[src/source/rv_decode_pkg.sv]
package rv_decode_pkg;

    localparam int xlen       = 32;
    localparam int reg_addr_w = 5;

    // Major opcodes, bits 6..0 of the instruction
    typedef enum logic [6:0] {
        op_exe    = 7'b0110011,
        op_exei   = 7'b0010011,
        op_lui    = 7'b0110111,
        op_auipc  = 7'b0010111,
        op_load   = 7'b0000011,
        op_store  = 7'b0100011,
        op_branch = 7'b1100011,
        op_jal    = 7'b1101111,
        op_jalr   = 7'b1100111
    } opcode_t;

    typedef enum logic [4:0] {
        ex_nop,                     // Must stay zero for the bubble
        ex_add,
        ex_sub,
        ex_xor,
        ex_or,
        ex_and,
        ex_sll,
        ex_srl,
        ex_sra,
        ex_slt,
        ex_sltu,
        ex_lb,
        ex_lh,
        ex_lw,
        ex_lbu,
        ex_lhu,
        ex_sb,
        ex_sh,
        ex_sw,
        ex_beq,
        ex_bne,
        ex_blt,
        ex_bge,
        ex_bltu,
        ex_bgeu,
        ex_jal,
        ex_jalr,
        ex_auipc
    } aluop_t;

    typedef enum logic [2:0] {
        res_nop,
        res_logic,
        res_shift,
        res_arith,
        res_ld_st,
        res_jal
    } alusel_t;

    typedef enum logic [2:0] {
        imm_none,
        imm_i,
        imm_i_shamt,
        imm_s,
        imm_b,
        imm_u,
        imm_j
    } imm_fmt_t;

    localparam logic [6:0] func7_base = 7'b0000000;
    localparam logic [6:0] func7_alt  = 7'b0100000;   // SUB and SRA

endpackage

[src/source/imm_gen.sv]
`timescale 1ns/1ps

module imm_gen (
    input  logic [rv_decode_pkg::xlen-1:0] inst,
    input  rv_decode_pkg::imm_fmt_t        imm_fmt,
    output logic [rv_decode_pkg::xlen-1:0] imm
);

    localparam int xlen = rv_decode_pkg::xlen;

    logic sign;

    assign sign = inst[31];

    always_comb begin
        case (imm_fmt)
            rv_decode_pkg::imm_i: begin
                imm = {{(xlen-12){sign}}, inst[31:20]};
            end
            rv_decode_pkg::imm_i_shamt: begin
                imm = {{(xlen-5){1'b0}}, inst[24:20]};     // Shift amount only
            end
            rv_decode_pkg::imm_s: begin
                imm = {{(xlen-12){sign}}, inst[31:25], inst[11:7]};
            end
            rv_decode_pkg::imm_b: begin
                imm = {{(xlen-12){sign}}, inst[7], inst[30:25], inst[11:8], 1'b0};
            end
            rv_decode_pkg::imm_u: begin
                imm = {inst[31:12], 12'b0};
            end
            rv_decode_pkg::imm_j: begin
                // Scrambled J layout, bit 0 implied
                imm = {{(xlen-20){sign}}, inst[19:12], inst[20], inst[30:21], 1'b0};
            end
            default: begin
                imm = '0;
            end
        endcase
    end

endmodule

[src/source/inst_decoder.sv]
`timescale 1ns/1ps

module inst_decoder (
    input  logic [6:0]               opcode,
    input  logic [2:0]               func3,
    input  logic [6:0]               func7,
    output rv_decode_pkg::aluop_t    aluop,
    output rv_decode_pkg::alusel_t   alusel,
    output rv_decode_pkg::imm_fmt_t  imm_fmt,
    output logic                     rd_enable,
    output logic                     r1_read_enable,
    output logic                     r2_read_enable,
    output logic                     use_imm
);

    rv_decode_pkg::aluop_t  f3_aluop;
    rv_decode_pkg::alusel_t f3_alusel;
    logic                   alt_f7;
    logic                   r_ok;
    logic                   i_ok;
    logic                   is_shift;

    assign alt_f7   = (func7 == rv_decode_pkg::func7_alt);
    assign is_shift = (func3 == 3'b001) || (func3 == 3'b101);

    // Register form: base func7 everywhere, alt only for SUB and SRA
    assign r_ok = (func7 == rv_decode_pkg::func7_base) ||
                  (alt_f7 && (func3 == 3'b000 || func3 == 3'b101));

    // Immediate form: func7 only matters for the shifts
    assign i_ok = !is_shift || (func7 == rv_decode_pkg::func7_base) ||
                  (alt_f7 && func3 == 3'b101);

    // ALU function shared by register and immediate forms
    always_comb begin
        case (func3)
            3'b000: begin
                f3_aluop  = rv_decode_pkg::ex_add;
                f3_alusel = rv_decode_pkg::res_arith;
            end
            3'b001: begin
                f3_aluop  = rv_decode_pkg::ex_sll;
                f3_alusel = rv_decode_pkg::res_shift;
            end
            3'b010: begin
                f3_aluop  = rv_decode_pkg::ex_slt;
                f3_alusel = rv_decode_pkg::res_arith;
            end
            3'b011: begin
                f3_aluop  = rv_decode_pkg::ex_sltu;
                f3_alusel = rv_decode_pkg::res_arith;
            end
            3'b100: begin
                f3_aluop  = rv_decode_pkg::ex_xor;
                f3_alusel = rv_decode_pkg::res_logic;
            end
            3'b101: begin
                f3_aluop  = alt_f7 ? rv_decode_pkg::ex_sra : rv_decode_pkg::ex_srl;
                f3_alusel = rv_decode_pkg::res_shift;
            end
            3'b110: begin
                f3_aluop  = rv_decode_pkg::ex_or;
                f3_alusel = rv_decode_pkg::res_logic;
            end
            default: begin
                f3_aluop  = rv_decode_pkg::ex_and;
                f3_alusel = rv_decode_pkg::res_logic;
            end
        endcase
    end

    always_comb begin
        aluop          = rv_decode_pkg::ex_nop;
        alusel         = rv_decode_pkg::res_nop;
        imm_fmt        = rv_decode_pkg::imm_none;
        rd_enable      = 1'b0;
        r1_read_enable = 1'b0;
        r2_read_enable = 1'b0;
        use_imm        = 1'b0;
        case (opcode)
            rv_decode_pkg::op_exe: begin
                if (r_ok) begin
                    aluop          = (alt_f7 && func3 == 3'b000) ? rv_decode_pkg::ex_sub : f3_aluop;
                    alusel         = f3_alusel;
                    rd_enable      = 1'b1;
                    r1_read_enable = 1'b1;
                    r2_read_enable = 1'b1;
                end
            end
            rv_decode_pkg::op_exei: begin
                if (i_ok) begin
                    aluop          = f3_aluop;
                    alusel         = f3_alusel;
                    imm_fmt        = is_shift ? rv_decode_pkg::imm_i_shamt : rv_decode_pkg::imm_i;
                    rd_enable      = 1'b1;
                    r1_read_enable = 1'b1;
                    use_imm        = 1'b1;
                end
            end
            rv_decode_pkg::op_lui: begin
                aluop     = rv_decode_pkg::ex_or;          // x0 | imm
                alusel    = rv_decode_pkg::res_logic;
                imm_fmt   = rv_decode_pkg::imm_u;
                rd_enable = 1'b1;
                use_imm   = 1'b1;
            end
            rv_decode_pkg::op_auipc: begin
                aluop     = rv_decode_pkg::ex_auipc;
                alusel    = rv_decode_pkg::res_arith;
                imm_fmt   = rv_decode_pkg::imm_u;
                rd_enable = 1'b1;
            end
            rv_decode_pkg::op_load: begin
                if (func3 != 3'b011 && func3[2:1] != 2'b11) begin
                    case (func3)
                        3'b000:  aluop = rv_decode_pkg::ex_lb;
                        3'b001:  aluop = rv_decode_pkg::ex_lh;
                        3'b010:  aluop = rv_decode_pkg::ex_lw;
                        3'b100:  aluop = rv_decode_pkg::ex_lbu;
                        default: aluop = rv_decode_pkg::ex_lhu;
                    endcase
                    alusel         = rv_decode_pkg::res_ld_st;
                    imm_fmt        = rv_decode_pkg::imm_i;  // Offset rides in imm
                    rd_enable      = 1'b1;
                    r1_read_enable = 1'b1;
                end
            end
            rv_decode_pkg::op_store: begin
                if (func3 == 3'b000 || func3 == 3'b001 || func3 == 3'b010) begin
                    case (func3)
                        3'b000:  aluop = rv_decode_pkg::ex_sb;
                        3'b001:  aluop = rv_decode_pkg::ex_sh;
                        default: aluop = rv_decode_pkg::ex_sw;
                    endcase
                    alusel         = rv_decode_pkg::res_ld_st;
                    imm_fmt        = rv_decode_pkg::imm_s;
                    r1_read_enable = 1'b1;
                    r2_read_enable = 1'b1;
                end
            end
            rv_decode_pkg::op_branch: begin
                if (func3[2:1] != 2'b01) begin
                    case (func3)
                        3'b000:  aluop = rv_decode_pkg::ex_beq;
                        3'b001:  aluop = rv_decode_pkg::ex_bne;
                        3'b100:  aluop = rv_decode_pkg::ex_blt;
                        3'b101:  aluop = rv_decode_pkg::ex_bge;
                        3'b110:  aluop = rv_decode_pkg::ex_bltu;
                        default: aluop = rv_decode_pkg::ex_bgeu;
                    endcase
                    imm_fmt        = rv_decode_pkg::imm_b;  // No result, alusel stays nop
                    r1_read_enable = 1'b1;
                    r2_read_enable = 1'b1;
                end
            end
            rv_decode_pkg::op_jal: begin
                aluop     = rv_decode_pkg::ex_jal;
                alusel    = rv_decode_pkg::res_jal;
                imm_fmt   = rv_decode_pkg::imm_j;
                rd_enable = 1'b1;
            end
            rv_decode_pkg::op_jalr: begin
                if (func3 == 3'b000) begin
                    aluop          = rv_decode_pkg::ex_jalr;
                    alusel         = rv_decode_pkg::res_jal;
                    imm_fmt        = rv_decode_pkg::imm_i;
                    rd_enable      = 1'b1;
                    r1_read_enable = 1'b1;
                end
            end
            default: begin
            end
        endcase
    end

endmodule

[src/source/operand_forward.sv]
`timescale 1ns/1ps

module operand_forward (
    input  logic [rv_decode_pkg::reg_addr_w-1:0] read_addr,
    input  logic                                 read_enable,
    input  logic [rv_decode_pkg::xlen-1:0]       reg_data,
    input  logic                                 ex_wb_flag,
    input  logic [rv_decode_pkg::reg_addr_w-1:0] ex_wb_addr,
    input  logic [rv_decode_pkg::xlen-1:0]       ex_forward,
    input  logic                                 mem_wb_flag,
    input  logic [rv_decode_pkg::reg_addr_w-1:0] mem_wb_addr,
    input  logic [rv_decode_pkg::xlen-1:0]       mem_forward,
    output logic [rv_decode_pkg::xlen-1:0]       operand
);

    logic ex_hit;
    logic mem_hit;

    assign ex_hit  = ex_wb_flag && (ex_wb_addr == read_addr);
    assign mem_hit = mem_wb_flag && (mem_wb_addr == read_addr);

    always_comb begin
        if (!read_enable) begin
            operand = '0;
        end else if (read_addr == '0) begin
            operand = reg_data;                   // x0 is never forwarded
        end else if (ex_hit) begin
            operand = ex_forward;                 // Youngest result wins
        end else if (mem_hit) begin
            operand = mem_forward;
        end else begin
            operand = reg_data;
        end
    end

endmodule

[src/source/decode_stage.sv]
`timescale 1ns/1ps

module decode_stage (
    input  logic                                 clk,
    input  logic                                 rst,
    input  logic [rv_decode_pkg::xlen-1:0]       pc_i,
    input  logic [rv_decode_pkg::xlen-1:0]       inst,
    input  logic [rv_decode_pkg::xlen-1:0]       r1_data,
    input  logic [rv_decode_pkg::xlen-1:0]       r2_data,
    input  logic                                 ld_flag,
    input  logic                                 ex_wb_flag,
    input  logic [rv_decode_pkg::reg_addr_w-1:0] ex_wb_addr,
    input  logic [rv_decode_pkg::xlen-1:0]       ex_forward,
    input  logic                                 mem_wb_flag,
    input  logic [rv_decode_pkg::reg_addr_w-1:0] mem_wb_addr,
    input  logic [rv_decode_pkg::xlen-1:0]       mem_forward,
    output logic [rv_decode_pkg::reg_addr_w-1:0] r1_addr,
    output logic                                 r1_read_enable,
    output logic [rv_decode_pkg::reg_addr_w-1:0] r2_addr,
    output logic                                 r2_read_enable,
    output logic [rv_decode_pkg::xlen-1:0]       pc_o,
    output logic [rv_decode_pkg::xlen-1:0]       r1,
    output logic [rv_decode_pkg::xlen-1:0]       r2,
    output logic [rv_decode_pkg::xlen-1:0]       imm,
    output logic [rv_decode_pkg::reg_addr_w-1:0] rd,
    output logic                                 rd_enable,
    output rv_decode_pkg::aluop_t                aluop,
    output rv_decode_pkg::alusel_t               alusel,
    output logic                                 id_stall
);

    rv_decode_pkg::aluop_t       dec_aluop;
    rv_decode_pkg::alusel_t      dec_alusel;
    rv_decode_pkg::imm_fmt_t     dec_imm_fmt;
    logic                        dec_rd_enable;
    logic                        use_imm;
    logic [rv_decode_pkg::xlen-1:0] imm_val;
    logic [rv_decode_pkg::xlen-1:0] op1;
    logic [rv_decode_pkg::xlen-1:0] fwd_rs2;
    logic [rv_decode_pkg::xlen-1:0] op2;
    logic                        hazard_rs1;
    logic                        hazard_rs2;

    assign r1_addr = inst[19:15];
    assign r2_addr = inst[24:20];

    inst_decoder u_dec (
        .opcode         (inst[6:0]),
        .func3          (inst[14:12]),
        .func7          (inst[31:25]),
        .aluop          (dec_aluop),
        .alusel         (dec_alusel),
        .imm_fmt        (dec_imm_fmt),
        .rd_enable      (dec_rd_enable),
        .r1_read_enable (r1_read_enable),
        .r2_read_enable (r2_read_enable),
        .use_imm        (use_imm)
    );

    imm_gen u_imm (
        .inst    (inst),
        .imm_fmt (dec_imm_fmt),
        .imm     (imm_val)
    );

    operand_forward fwd_rs1_i (
        .read_addr   (r1_addr),
        .read_enable (r1_read_enable),
        .reg_data    (r1_data),
        .ex_wb_flag  (ex_wb_flag),
        .ex_wb_addr  (ex_wb_addr),
        .ex_forward  (ex_forward),
        .mem_wb_flag (mem_wb_flag),
        .mem_wb_addr (mem_wb_addr),
        .mem_forward (mem_forward),
        .operand     (op1)
    );

    operand_forward fwd_rs2_i (
        .read_addr   (r2_addr),
        .read_enable (r2_read_enable),
        .reg_data    (r2_data),
        .ex_wb_flag  (ex_wb_flag),
        .ex_wb_addr  (ex_wb_addr),
        .ex_forward  (ex_forward),
        .mem_wb_flag (mem_wb_flag),
        .mem_wb_addr (mem_wb_addr),
        .mem_forward (mem_forward),
        .operand     (fwd_rs2)
    );

    assign op2 = r2_read_enable ? fwd_rs2 : (use_imm ? imm_val : '0);

    // Load in EX cannot forward yet, so hold decode one cycle
    assign hazard_rs1 = r1_read_enable && (ex_wb_addr == r1_addr);
    assign hazard_rs2 = r2_read_enable && (ex_wb_addr == r2_addr);
    assign id_stall   = ld_flag && ex_wb_flag && (ex_wb_addr != '0) &&
                        (hazard_rs1 || hazard_rs2);

    always_ff @(posedge clk) begin
        if (rst) begin
            pc_o      <= '0;
            r1        <= '0;
            r2        <= '0;
            imm       <= '0;
            rd        <= '0;
            rd_enable <= 1'b0;
            aluop     <= rv_decode_pkg::ex_nop;
            alusel    <= rv_decode_pkg::res_nop;
        end else if (id_stall) begin
            pc_o      <= pc_i;
            r1        <= '0;                       // Bubble into EX
            r2        <= '0;
            imm       <= '0;
            rd        <= '0;
            rd_enable <= 1'b0;
            aluop     <= rv_decode_pkg::ex_nop;
            alusel    <= rv_decode_pkg::res_nop;
        end else begin
            pc_o      <= pc_i;
            r1        <= op1;
            r2        <= op2;
            imm       <= imm_val;
            rd        <= inst[11:7];
            rd_enable <= dec_rd_enable;
            aluop     <= dec_aluop;
            alusel    <= dec_alusel;
        end
    end

endmodule

[config.mk]
export PLATFORM = sky130hd
export DESIGN_NAME = decode_stage
export DESIGN_NICKNAME = d
export VERILOG_FILES = /design/src/source/rv_decode_pkg.sv /design/src/source/imm_gen.sv /design/src/source/inst_decoder.sv /design/src/source/operand_forward.sv /design/src/source/decode_stage.sv
export SDC_FILE = /design/constraint.sdc
export NUM_CORES = 1
export LEC_CHECK = 0
export ABC_AREA = 1
export BUFFER_PORTS_ARGS = -buffer_cell sky130_fd_sc_hd__buf_2
export CORE_AREA = 2 2 141 143
export CTS_CLUSTER_SIZE = 16
export DETAILED_ROUTE_END_ITERATION = 12
export DIE_AREA = 0 0 143 145
export PLACE_DENSITY = 0.83
export SYNTH_ARGS = -nofsm -noshare
export SYNTH_HDL_FRONTEND = slang
export SYNTH_SLANG_ARGS = --single-unit
[constraint.sdc]
create_clock -name clk -period 1.5 [get_ports clk]
set_input_delay 0.075 -clock clk [delete_from_list [all_inputs] [get_ports clk]]
set_output_delay 0.075 -clock clk [all_outputs]
set_load 0.05 [all_outputs]
* Yosys cells after proc, flatten, opt, wreduce, memory -nomap -nowiden
Cells that the tools add are included.
Cells by class: bitwise gates (word level) 1, equality and inequality tests 29, multiplexer cells 46, reduce and logical (&&, ||, !) cells 33
Operator list (count):
- $mux 32 | 8
- $pmux 32 s6 | 1
- $pmux 5 s9 | 1
- $mux 5 | 7
- $pmux 5 s7 | 1
- $eq 7x6->1 const B | 4
- $pmux 3 s8 | 1
- $eq 7x7->1 const B | 3
- $pmux 3 s7 | 1
- $eq 5x5->1 | 4
- $pmux 4 s5 | 1
- $eq 3x3->1 const B | 6
- $mux 3 | 5
- $eq 7x5->1 const B | 2
- $logic_and 1x1->1 | 13
- $eq 3x2->1 const B | 4
- $pmux 3 s4 | 1
- $logic_not 5->1 | 2
- $reduce_or 3->1 | 3
- $logic_or 1x1->1 | 8
- $mux 1 | 8
- $mux 2 | 4
- $pmux 2 s2 | 2
- $eq 7x2->1 const B | 1
- 15 further kinds | 18
Word-level totals: register bits 142, output and inout bits 155, input port bits 207

* Logic depth before layout (Yosys ltp)
Gate-level depths: netlist of run 1.
depth in word-level cells 11, gate-level depth with buffers 15, gate-level depth less buffers 14

* Modules after synthesis
Synthesis of run 1 repeated with hierarchy kept, for this count alone.
Second synthesis, totals: cell total of the unflattened synthesis 1566, area, all modules 9477.8 µm²
By module, submodules not included:
- decode_stage | cells an instance 522, seq. area each 2842.7 µm², instances 1, area an instance 4518.1 µm²
- operand_forward | cells an instance 403, seq. area each 0.0 µm², instances 2, area an instance 1870.5 µm²
- inst_decoder | cells an instance 149, seq. area each 0.0 µm², instances 1, area an instance 724.4 µm²
- imm_gen | cells an instance 89, seq. area each 0.0 µm², instances 1, area an instance 494.2 µm²

* Worst setup path before layout of run 1
No wires, ideal clock.
path type input to register, from in inst[14] in the netlist's numbering, to reg imm[29] in the netlist's numbering, setup time 0.126 ns, stages 14, path buffers 2, path slack -0.129 ns, arrival 1.503 ns, data required time 1.374 ns, cell sequence buf_6 nor2_1 nand2_2 nand2_1 nand2_1 nand2_1 nand2_4 nand3_4 nand2_2 nand2_2 nand2_4 nand2_4 buf_6 a21oi_1
Between the ends: longest elaborated chain between the ends 11, elaborated cells between the ends (all ways) 45, classes of those cells 12 x eq/ne; 16 x mux; 17 x reduce/logical
Ends and longest elaborated chain:
- start, declared | RTL line decode_stage.sv:7 | input logic [rv_decode_pkg::xlen-1:0] inst,
- $eq 3x1->1 or $eq 3x3->1 (tied branches)
- $logic_or 1x1->1 | RTL line inst_decoder.sv:24 | assign is_shift = (func3 == 3'b001) || (func3 == 3'b101);
- $logic_not 1->1 | RTL line inst_decoder.sv:31 | assign i_ok = !is_shift || (func7 == rv_decode_pkg::func7_base) ||
- $logic_or 1x1->1 (2 in a row) | RTL line inst_decoder.sv:31
- $mux 1 | RTL line inst_decoder.sv:91 | if (i_ok) begin
- $pmux 1 s6 (*) | RTL line inst_decoder.sv:80 | case (opcode)
- named net r1_read_enable | RTL line decode_stage.sv:18 | output logic r1_read_enable,
- $logic_and 1x1->1 (*) | RTL line decode_stage.sv:95 | assign hazard_rs1 = r1_read_enable && (ex_wb_addr == r1_addr);
- $logic_or 1x1->1 (*) | RTL line decode_stage.sv:98 | (hazard_rs1 || hazard_rs2);
- $logic_and 1x1->1 (*) | RTL line decode_stage.sv:97 | assign id_stall = ld_flag && ex_wb_flag && (ex_wb_addr != '0) &&
- $reduce_or 2->1 (no source line) (*)
- end signal, assigned | RTL line decode_stage.sv:123 | imm <= imm_val;
- end, declared | RTL line decode_stage.sv:24 | output logic [rv_decode_pkg::xlen-1:0] imm,
The timed path passes the listed nets; every way through them passes the cells marked *. A chain may end at the register's enable or synchronous reset.

* Worst setup path in the final report of run 1
from in inst[4] in the netlist's numbering, to reg r2[25] in the netlist's numbering
Between the ends: longest elaborated chain between the ends 7, elaborated cells between the ends (all ways) 28, classes of those cells 15 x eq/ne; 7 x mux; 6 x reduce/logical
Ends and longest elaborated chain:
- $eq 7x5->1 or $eq 7x6->1 (tied branches) | RTL line inst_decoder.sv:80
- $reduce_or 2->1 (no source line)
- $pmux 3 s7 | RTL line inst_decoder.sv:80
- $eq 3x3->1, or another cell as far along | RTL line imm_gen.sv:16 | case (imm_fmt)
- $pmux 32 s6 | RTL line imm_gen.sv:16
- $mux 32 (2 in a row) | RTL line decode_stage.sv:92 | assign op2 = r2_read_enable ? fwd_rs2 : (use_imm ? imm_val : '0);
- end signal, assigned | RTL line decode_stage.sv:122 | r2 <= op2;
- end, declared | RTL line decode_stage.sv:23 | output logic [rv_decode_pkg::xlen-1:0] r2,
Several ways; a longest one is shown, not always the timed one.

==> reports/metrics.cfg, run 1 <==
[outcome]
status = complete, but fails checks
violations = hold timing, setup timing

[cells_and_area]
layout_commonest_cell = buf_2
drive_gt1_share_pct = 41.1
final_util_pct = 64.7
nets = 1883
final_cell_mix = 354 x buf_2, 258 x nand2_1, 176 x inv_1, 143 x buf_4, 142 x dfxtp_1
fin_cells = 1953
nFillCells = 1546
multi_input_area_um2 = 4070
regArea_um2 = 2840
syn2layout_area_growth_pct = 62.7

[setup_path]
cp.required_ps = 1810
crit_path_max_fanout = 11
path_cells = buf_2, inv_1, nand2_2, nor2_4, buf_4, nand2_1, buf_4, nor2_1, buf_4, a211oi_1, nand2_1, nand2_1, a21oi_2
crit_path_start = inst[4]
cp-start-kind = input pin
critPathCaptureType = flop
cp.arrival_ps = 1850
slowest_delay_ps = 430
critPathSlowestCell = a211oi_1
path_class = input pin to flop

[clocking]
cts_tree = done
numCtsBuffers = 17
htree_levels = 4
cts-root-buf = clkbuf_16
clk_pin_slew_worst_paths_ps = 60
clkSinkCount = 142
cts_max_path_buffers = 2

[die]
initial_core_util_pct = 39.8
die_h_um = 145
die_area_um2 = 20700
die_w_um = 143
coreArea_um2 = 19200
num_io_pins = 362
fp-row-count = 51

[pwr]
max-vdd-ir-drop_uv = 725
powerDensity_nw_per_um2 = 801
p_leak_uw = 0.00691

[place]
dp_cells = 1844
io_buffers = 361
dpl.hpwl_um = 25600
gp_congestion = 0.978

[logic_synthesis]
ys_warn_count = 0
ys_seq_area_share_pct = 37.2
synth_seq_cells = 142
synth_nets = 1354
synth_area_leader_cell = dfxtp_1
syn_area_per_cell_um2 = 6.66
postSynthCellCount = 1147
synth_edf_count = 0
synth_area_um2 = 7640
async_flop_share_pct = 0
yosys-top-cells-area = dfxtp_1 37%, nand2_1 14%, inv_1 8.9%, nand3_1 4.8%, nor2_1 4.8%
yosysTopAreaCellShare_pct = 37.2
synth.distinct_cells = 44
synth_flop_cell = dfxtp_1

[sta]
fin_ws_ps = -37.9
fin_hold_ws_ps = -0.493
slew-limit-headroom_pct = 59.4
setup_viol = 2
rsz0062_at_grt = true
min_period_over_period_pct = 103
final-max-slew-violation-count = 0
finalHoldViolCount = 1
max_freq_mhz = 650
worst_pin_slew_ps = 605
period_minus_slack_ps = 1540

[detailed_routing]
postRouteAntennaNets = 0
drc = 0
routed_wl_um = 35100
first_pass_iters = 6
drtIter0Drc = 816
via_per_inst = 5.07
num_vias = 9904
avgRoutedWirePerCell_um = 18.0

[job]
max_cap_viol_count = 0

[global_route]
antenna_found_initial = 1
grt.total_usage_pct = 32.1
overflow = 0
grt_max_degree = 63
grt_first_pass_wirelength_um = 51300
grt_pass1_vias = 9383

[min_path]
hold_end = r1[21]
min_from = r1_data[21]
hold_depth = 5
holdCritPathClass = input pin to flop

==> critical path: cells and delay by family <==
family / cells / cell delay, ps
compound gates: 2 / 500
buf+inv: 5 / 620
simple gates: 6 / 630
==> cell families (layout without fill, tap and decap cells) <==
| logic type | after synthesis | count (layout) | synth area share [%] |
|---|---|---|---|
| other | 0 | 1 | 0 |
| and+or+nand+nor | 536 | 536 | 31.4 |
| xor gates and xnor gates | 5 | 5 | 0.573 |
| AOI/OAI and AO/OA | 203 | 203 | 16.0 |
| DFF | 142 | 142 | 37.2 |
| buffers and inverters | 261 | 801 | 14.8 |
==> layer usage <==
| metal | share of wire, % | track usage (%) | up-vias | wire length, µm |
|---|---|---|---|---|
| met5 | 0 | 0 | - | 0 |
| met4 | 5.4 | 15.2 | 0 | 1880 |
| met3 | 8.6 | 6.86 | 147 | 3010 |
| met2 | 47 | 53.6 | 605 | 16400 |
| met1 | 39 | 38.9 | 4462 | 13900 |
| li1 | - | - | 4690 | - |
==> synth_stat cells (all sizes together), types with 2 or more instances <==
master and n:
nand2 288, inv 188, dfxtp 142, nor2 121, nand3 76, o21ai 71, a21oi 57, buf 42
clkbuf 31, o211ai 31, a22oi 23, nand4 20, a211oi 12, nor3 12, and2 9, xor2 5
nor3b 4, nand3b 3, o2111ai 2, o22ai 2, or2 2
==> cell type report <==
class	count	share of cell area (%)
repair buffers	583	31.3
clock inverters	10	0.855
multi-input cells	744	32.8
diodes	1	0.0201
inverters	188	5.83
flip-flops and latches	142	22.9
clock buffers	20	3.67
well taps	265	2.67
==> how the worst max path moves through the flow <==
stage                           to  slack [ps]  cells past startpoint
after floorplan             r1[10]        -100                     15
after global placement      r2[19]        -340                     11
after detailed placement    r2[19]        -400                     11
after CTS                 id_stall          10                     13
after global routing        r2[29]         -40                     12
final                       r2[25]         -40                     13
==> through the flow <==
step / TNS [ps] / hold slack, ps / power (µW) / worst slack, ps / cell area [µm²]
floorplan: -7180 / 182 / 4900 / -105 / 7920
global placement: -27900 / 273 / 5640 / -337 / 10900
detailed placement: -28690 / 283 / 5670 / -398 / 10900
CTS: 0 / 1.67 / 9880 / 11.2 / 12200
global route: -206 / 10.6 / 10300 / -44.3 / 12400
finish: -56.4 / -0.493 / 9960 / -37.9 / 12400
==> power by group <==
group | internal [µW] | switching, µW
Clock | 2380 | 1760
Combinational | 781 | 1170
Sequential | 3850 | 26.2
Total | 7010 | 2950
==> flip-flops by register name, indices dropped and copies added, names as in the netlist <==
name       flops
rd_enable      1
aluop          5
r2            32
pc_o          32
imm           32
r1            32
alusel         3
rd             5
==> what timing repair did <==
item | CTS | global route
pin swaps | 10 | 16
hold endpoints to repair | 60 | 0
endpoints found under the setup margin | 2 | 50
buffers inserted | 7 | 12
hold buffers | 60 | 0
resized for setup | 31 | 29
Power figures use the tool's default switching activity.
==> run 2, diff against run 1 <==
Settings changed: SKIP_CTS_REPAIR_TIMING from default to 1.
==> reports/metrics.cfg, run 2 (synthesized netlist as in run 1, its figures left out) <==
[pwr]
p_leak_uw = 0.00684  ; -1.0%
pwr-share-seq_pct = 39.0  ; about the same
max-vdd-ir-drop_uv = 730  ; +0.68%
powerDensity_nw_per_um2 = 808  ; +0.84%
power.switching_uw = 2940  ; -0.24%
pwr-share-clk_pct = 41.8  ; +0.2 points
intPower_uw = 6990  ; -0.34%
combPwrFrac_pct = 19.3  ; -0.2 points
p_sw_share_pct = 29.6  ; about the same

[die]
fp-row-count = 51  ; unchanged
die_area_um2 = 20700  ; unchanged
die_w_um = 143  ; unchanged
num_io_pins = 362  ; unchanged
coreArea_um2 = 19200  ; unchanged
die_h_um = 145  ; unchanged
initial_core_util_pct = 39.8  ; unchanged

[clocking]
clk_pin_slew_worst_paths_ps = 60  ; about the same
cts_max_path_buffers = 2  ; unchanged
cts-root-buf = clkbuf_16
clkSinkCount = 142  ; unchanged
cts_tree = done
numCtsBuffers = 17  ; unchanged
htree_levels = 4  ; unchanged

[min_path]
min_from = r1_data[16]
holdCritPathClass = input pin to flop
hold_depth = 5  ; unchanged
hold_end = r1[16]

[sta]
rsz0062_at_grt = true
final-max-slew-violation-count = 0  ; unchanged
worst_pin_slew_ps = 682  ; +77.1 ps
fin_hold_ws_ps = -24.0  ; -23.5 ps
slew-limit-headroom_pct = 54.2  ; -5.2 points
fin_ws_ps = -26.5  ; +11.4 ps
finalHoldViolCount = 12  ; +11
setup_viol = 2  ; unchanged
min_period_over_period_pct = 102  ; -0.76 points
max_freq_mhz = 655  ; +0.74%
period_minus_slack_ps = 1530  ; -11.4 ps

[global_route]
grt_pass1_vias = 8666  ; -7.6%
antenna_found_initial = 0  ; -1
grt_max_degree = 63  ; unchanged
overflow = 0  ; unchanged
grt_first_pass_wirelength_um = 47500  ; -7.5%
grt.total_usage_pct = 29.6  ; -2.4 points

[cells_and_area]
syn2layout_area_growth_pct = 60.8
drive_gt1_share_pct = 41.4  ; +0.24 points
multi_input_area_um2 = 4100  ; +0.58%
layout_commonest_cell = buf_2
nets = 1861  ; -1.2%
final_cell_mix = 349 x buf_2, 262 x nand2_1, 176 x inv_1, 142 x dfxtp_1, 139 x buf_4
regArea_um2 = 2840  ; unchanged
nFillCells = 1555  ; +0.58%
final_util_pct = 64.0  ; -0.74 points
diodes = 0  ; -1

[setup_path]
cp-start-kind = input pin
critPathCaptureType = output port
path_class = input pin to output port
cp.required_ps = 1420  ; -390 ps
cp.arrival_ps = 1450  ; -400 ps
crit_path_max_fanout = 8  ; -3

[outcome]
violations = hold timing, setup timing
status = complete, but fails checks

[detailed_routing]
drtIter0Drc = 762  ; -6.6%
postRouteAntennaNets = 0  ; unchanged
via_per_inst = 5.02  ; -1.1%
routed_wl_um = 34300  ; -2.3%
first_pass_iters = 6  ; unchanged
num_vias = 9679  ; -2.3%
avgRoutedWirePerCell_um = 17.8  ; -1.1%
drc = 0  ; unchanged

[place]
dpl.hpwl_um = 25600  ; unchanged
io_buffers = 361  ; unchanged
gp_congestion = 0.978  ; unchanged

[job]
max_cap_viol_count = 0  ; unchanged

## run 2: changes by cell type in the layout (fill, tap and decap cells not counted), moves of 2 or more
cell / previous run / this run
buf_12: 18 / 20
buf_2: 354 / 349
buf_4: 143 / 139
clkbuf_4: 1 / 3
dlygate4sd3_1: 60 / 40
nand2_1: 258 / 262
nand2_2: 21 / 14
nand2_4: 7 / 10
## run 2: routing by layer
metal,track usage [%],part of all wire [%]
met1,38.5,41
met5,0,0
met2,49.3,48
met4,10.4,3.9
met3,5.12,7.9
## run 2: how the worst max path moves through the flow
stage          startpoint        to  cells past startpoint  slack, ps
2_1_floorplan    inst[12]    r1[10]                     15       -100
3_3_place_gp     inst[12]    r2[19]                     11       -340
3_5_place_dp     inst[12]    r2[19]                     11       -400
4_1_cts          inst[12]  id_stall                     12       -280
5_1_grt          inst[29]  id_stall                     14       -100
6_report          inst[1]  id_stall                     14        -30
## run 2: stage by stage
step | instance area (µm²) | instances | worst slack [ps] | TNS, ps | total power [µW]
global placement | 10900 | 1844 | -337 | -27900 | 5640
finish | 12300 | 1930 | -26.5 | -32.6 | 9930
floorplan | 7920 | 1147 | -105 | -7180 | 4900
global route | 12300 | 1930 | -101 | -261 | 10300
detailed placement | 10900 | 1844 | -398 | -28690 | 5670
CTS | 11500 | 1874 | -285 | -329 | 9730
## run 2: layout make-up
cell class / count / area share [%]
multi-input cells: 745 / 33.3
repair buffers: 560 / 30.3
flip-flops and latches: 142 / 23.1
inverters: 188 / 5.98
clock buffers: 20 / 3.72
well taps: 265 / 2.70
clock inverters: 10 / 0.865
## run 2: critical path, stage by stage
cell,delay [ps]
buf_2,100
nand2_4,70
nor2_4,120
buf_12,150
clkinv_8,60
nor2_4,120
nand2_4,90
nand3_4,100
nand2_4,60
nand2_4,110
nand2_8,60
buf_12,130
clkinvlp_4,60
buf_8,140
## run 2: power by group through the flow
stage	Clock (µW)	Combinational, µW	Sequential [µW]
after global placement	0	1700	3950
after detailed placement	0	1720	3950
final	4150	1910	3870
after CTS	4140	1730	3860
after global routing	4340	2040	3870
after floorplan	0	685	4210
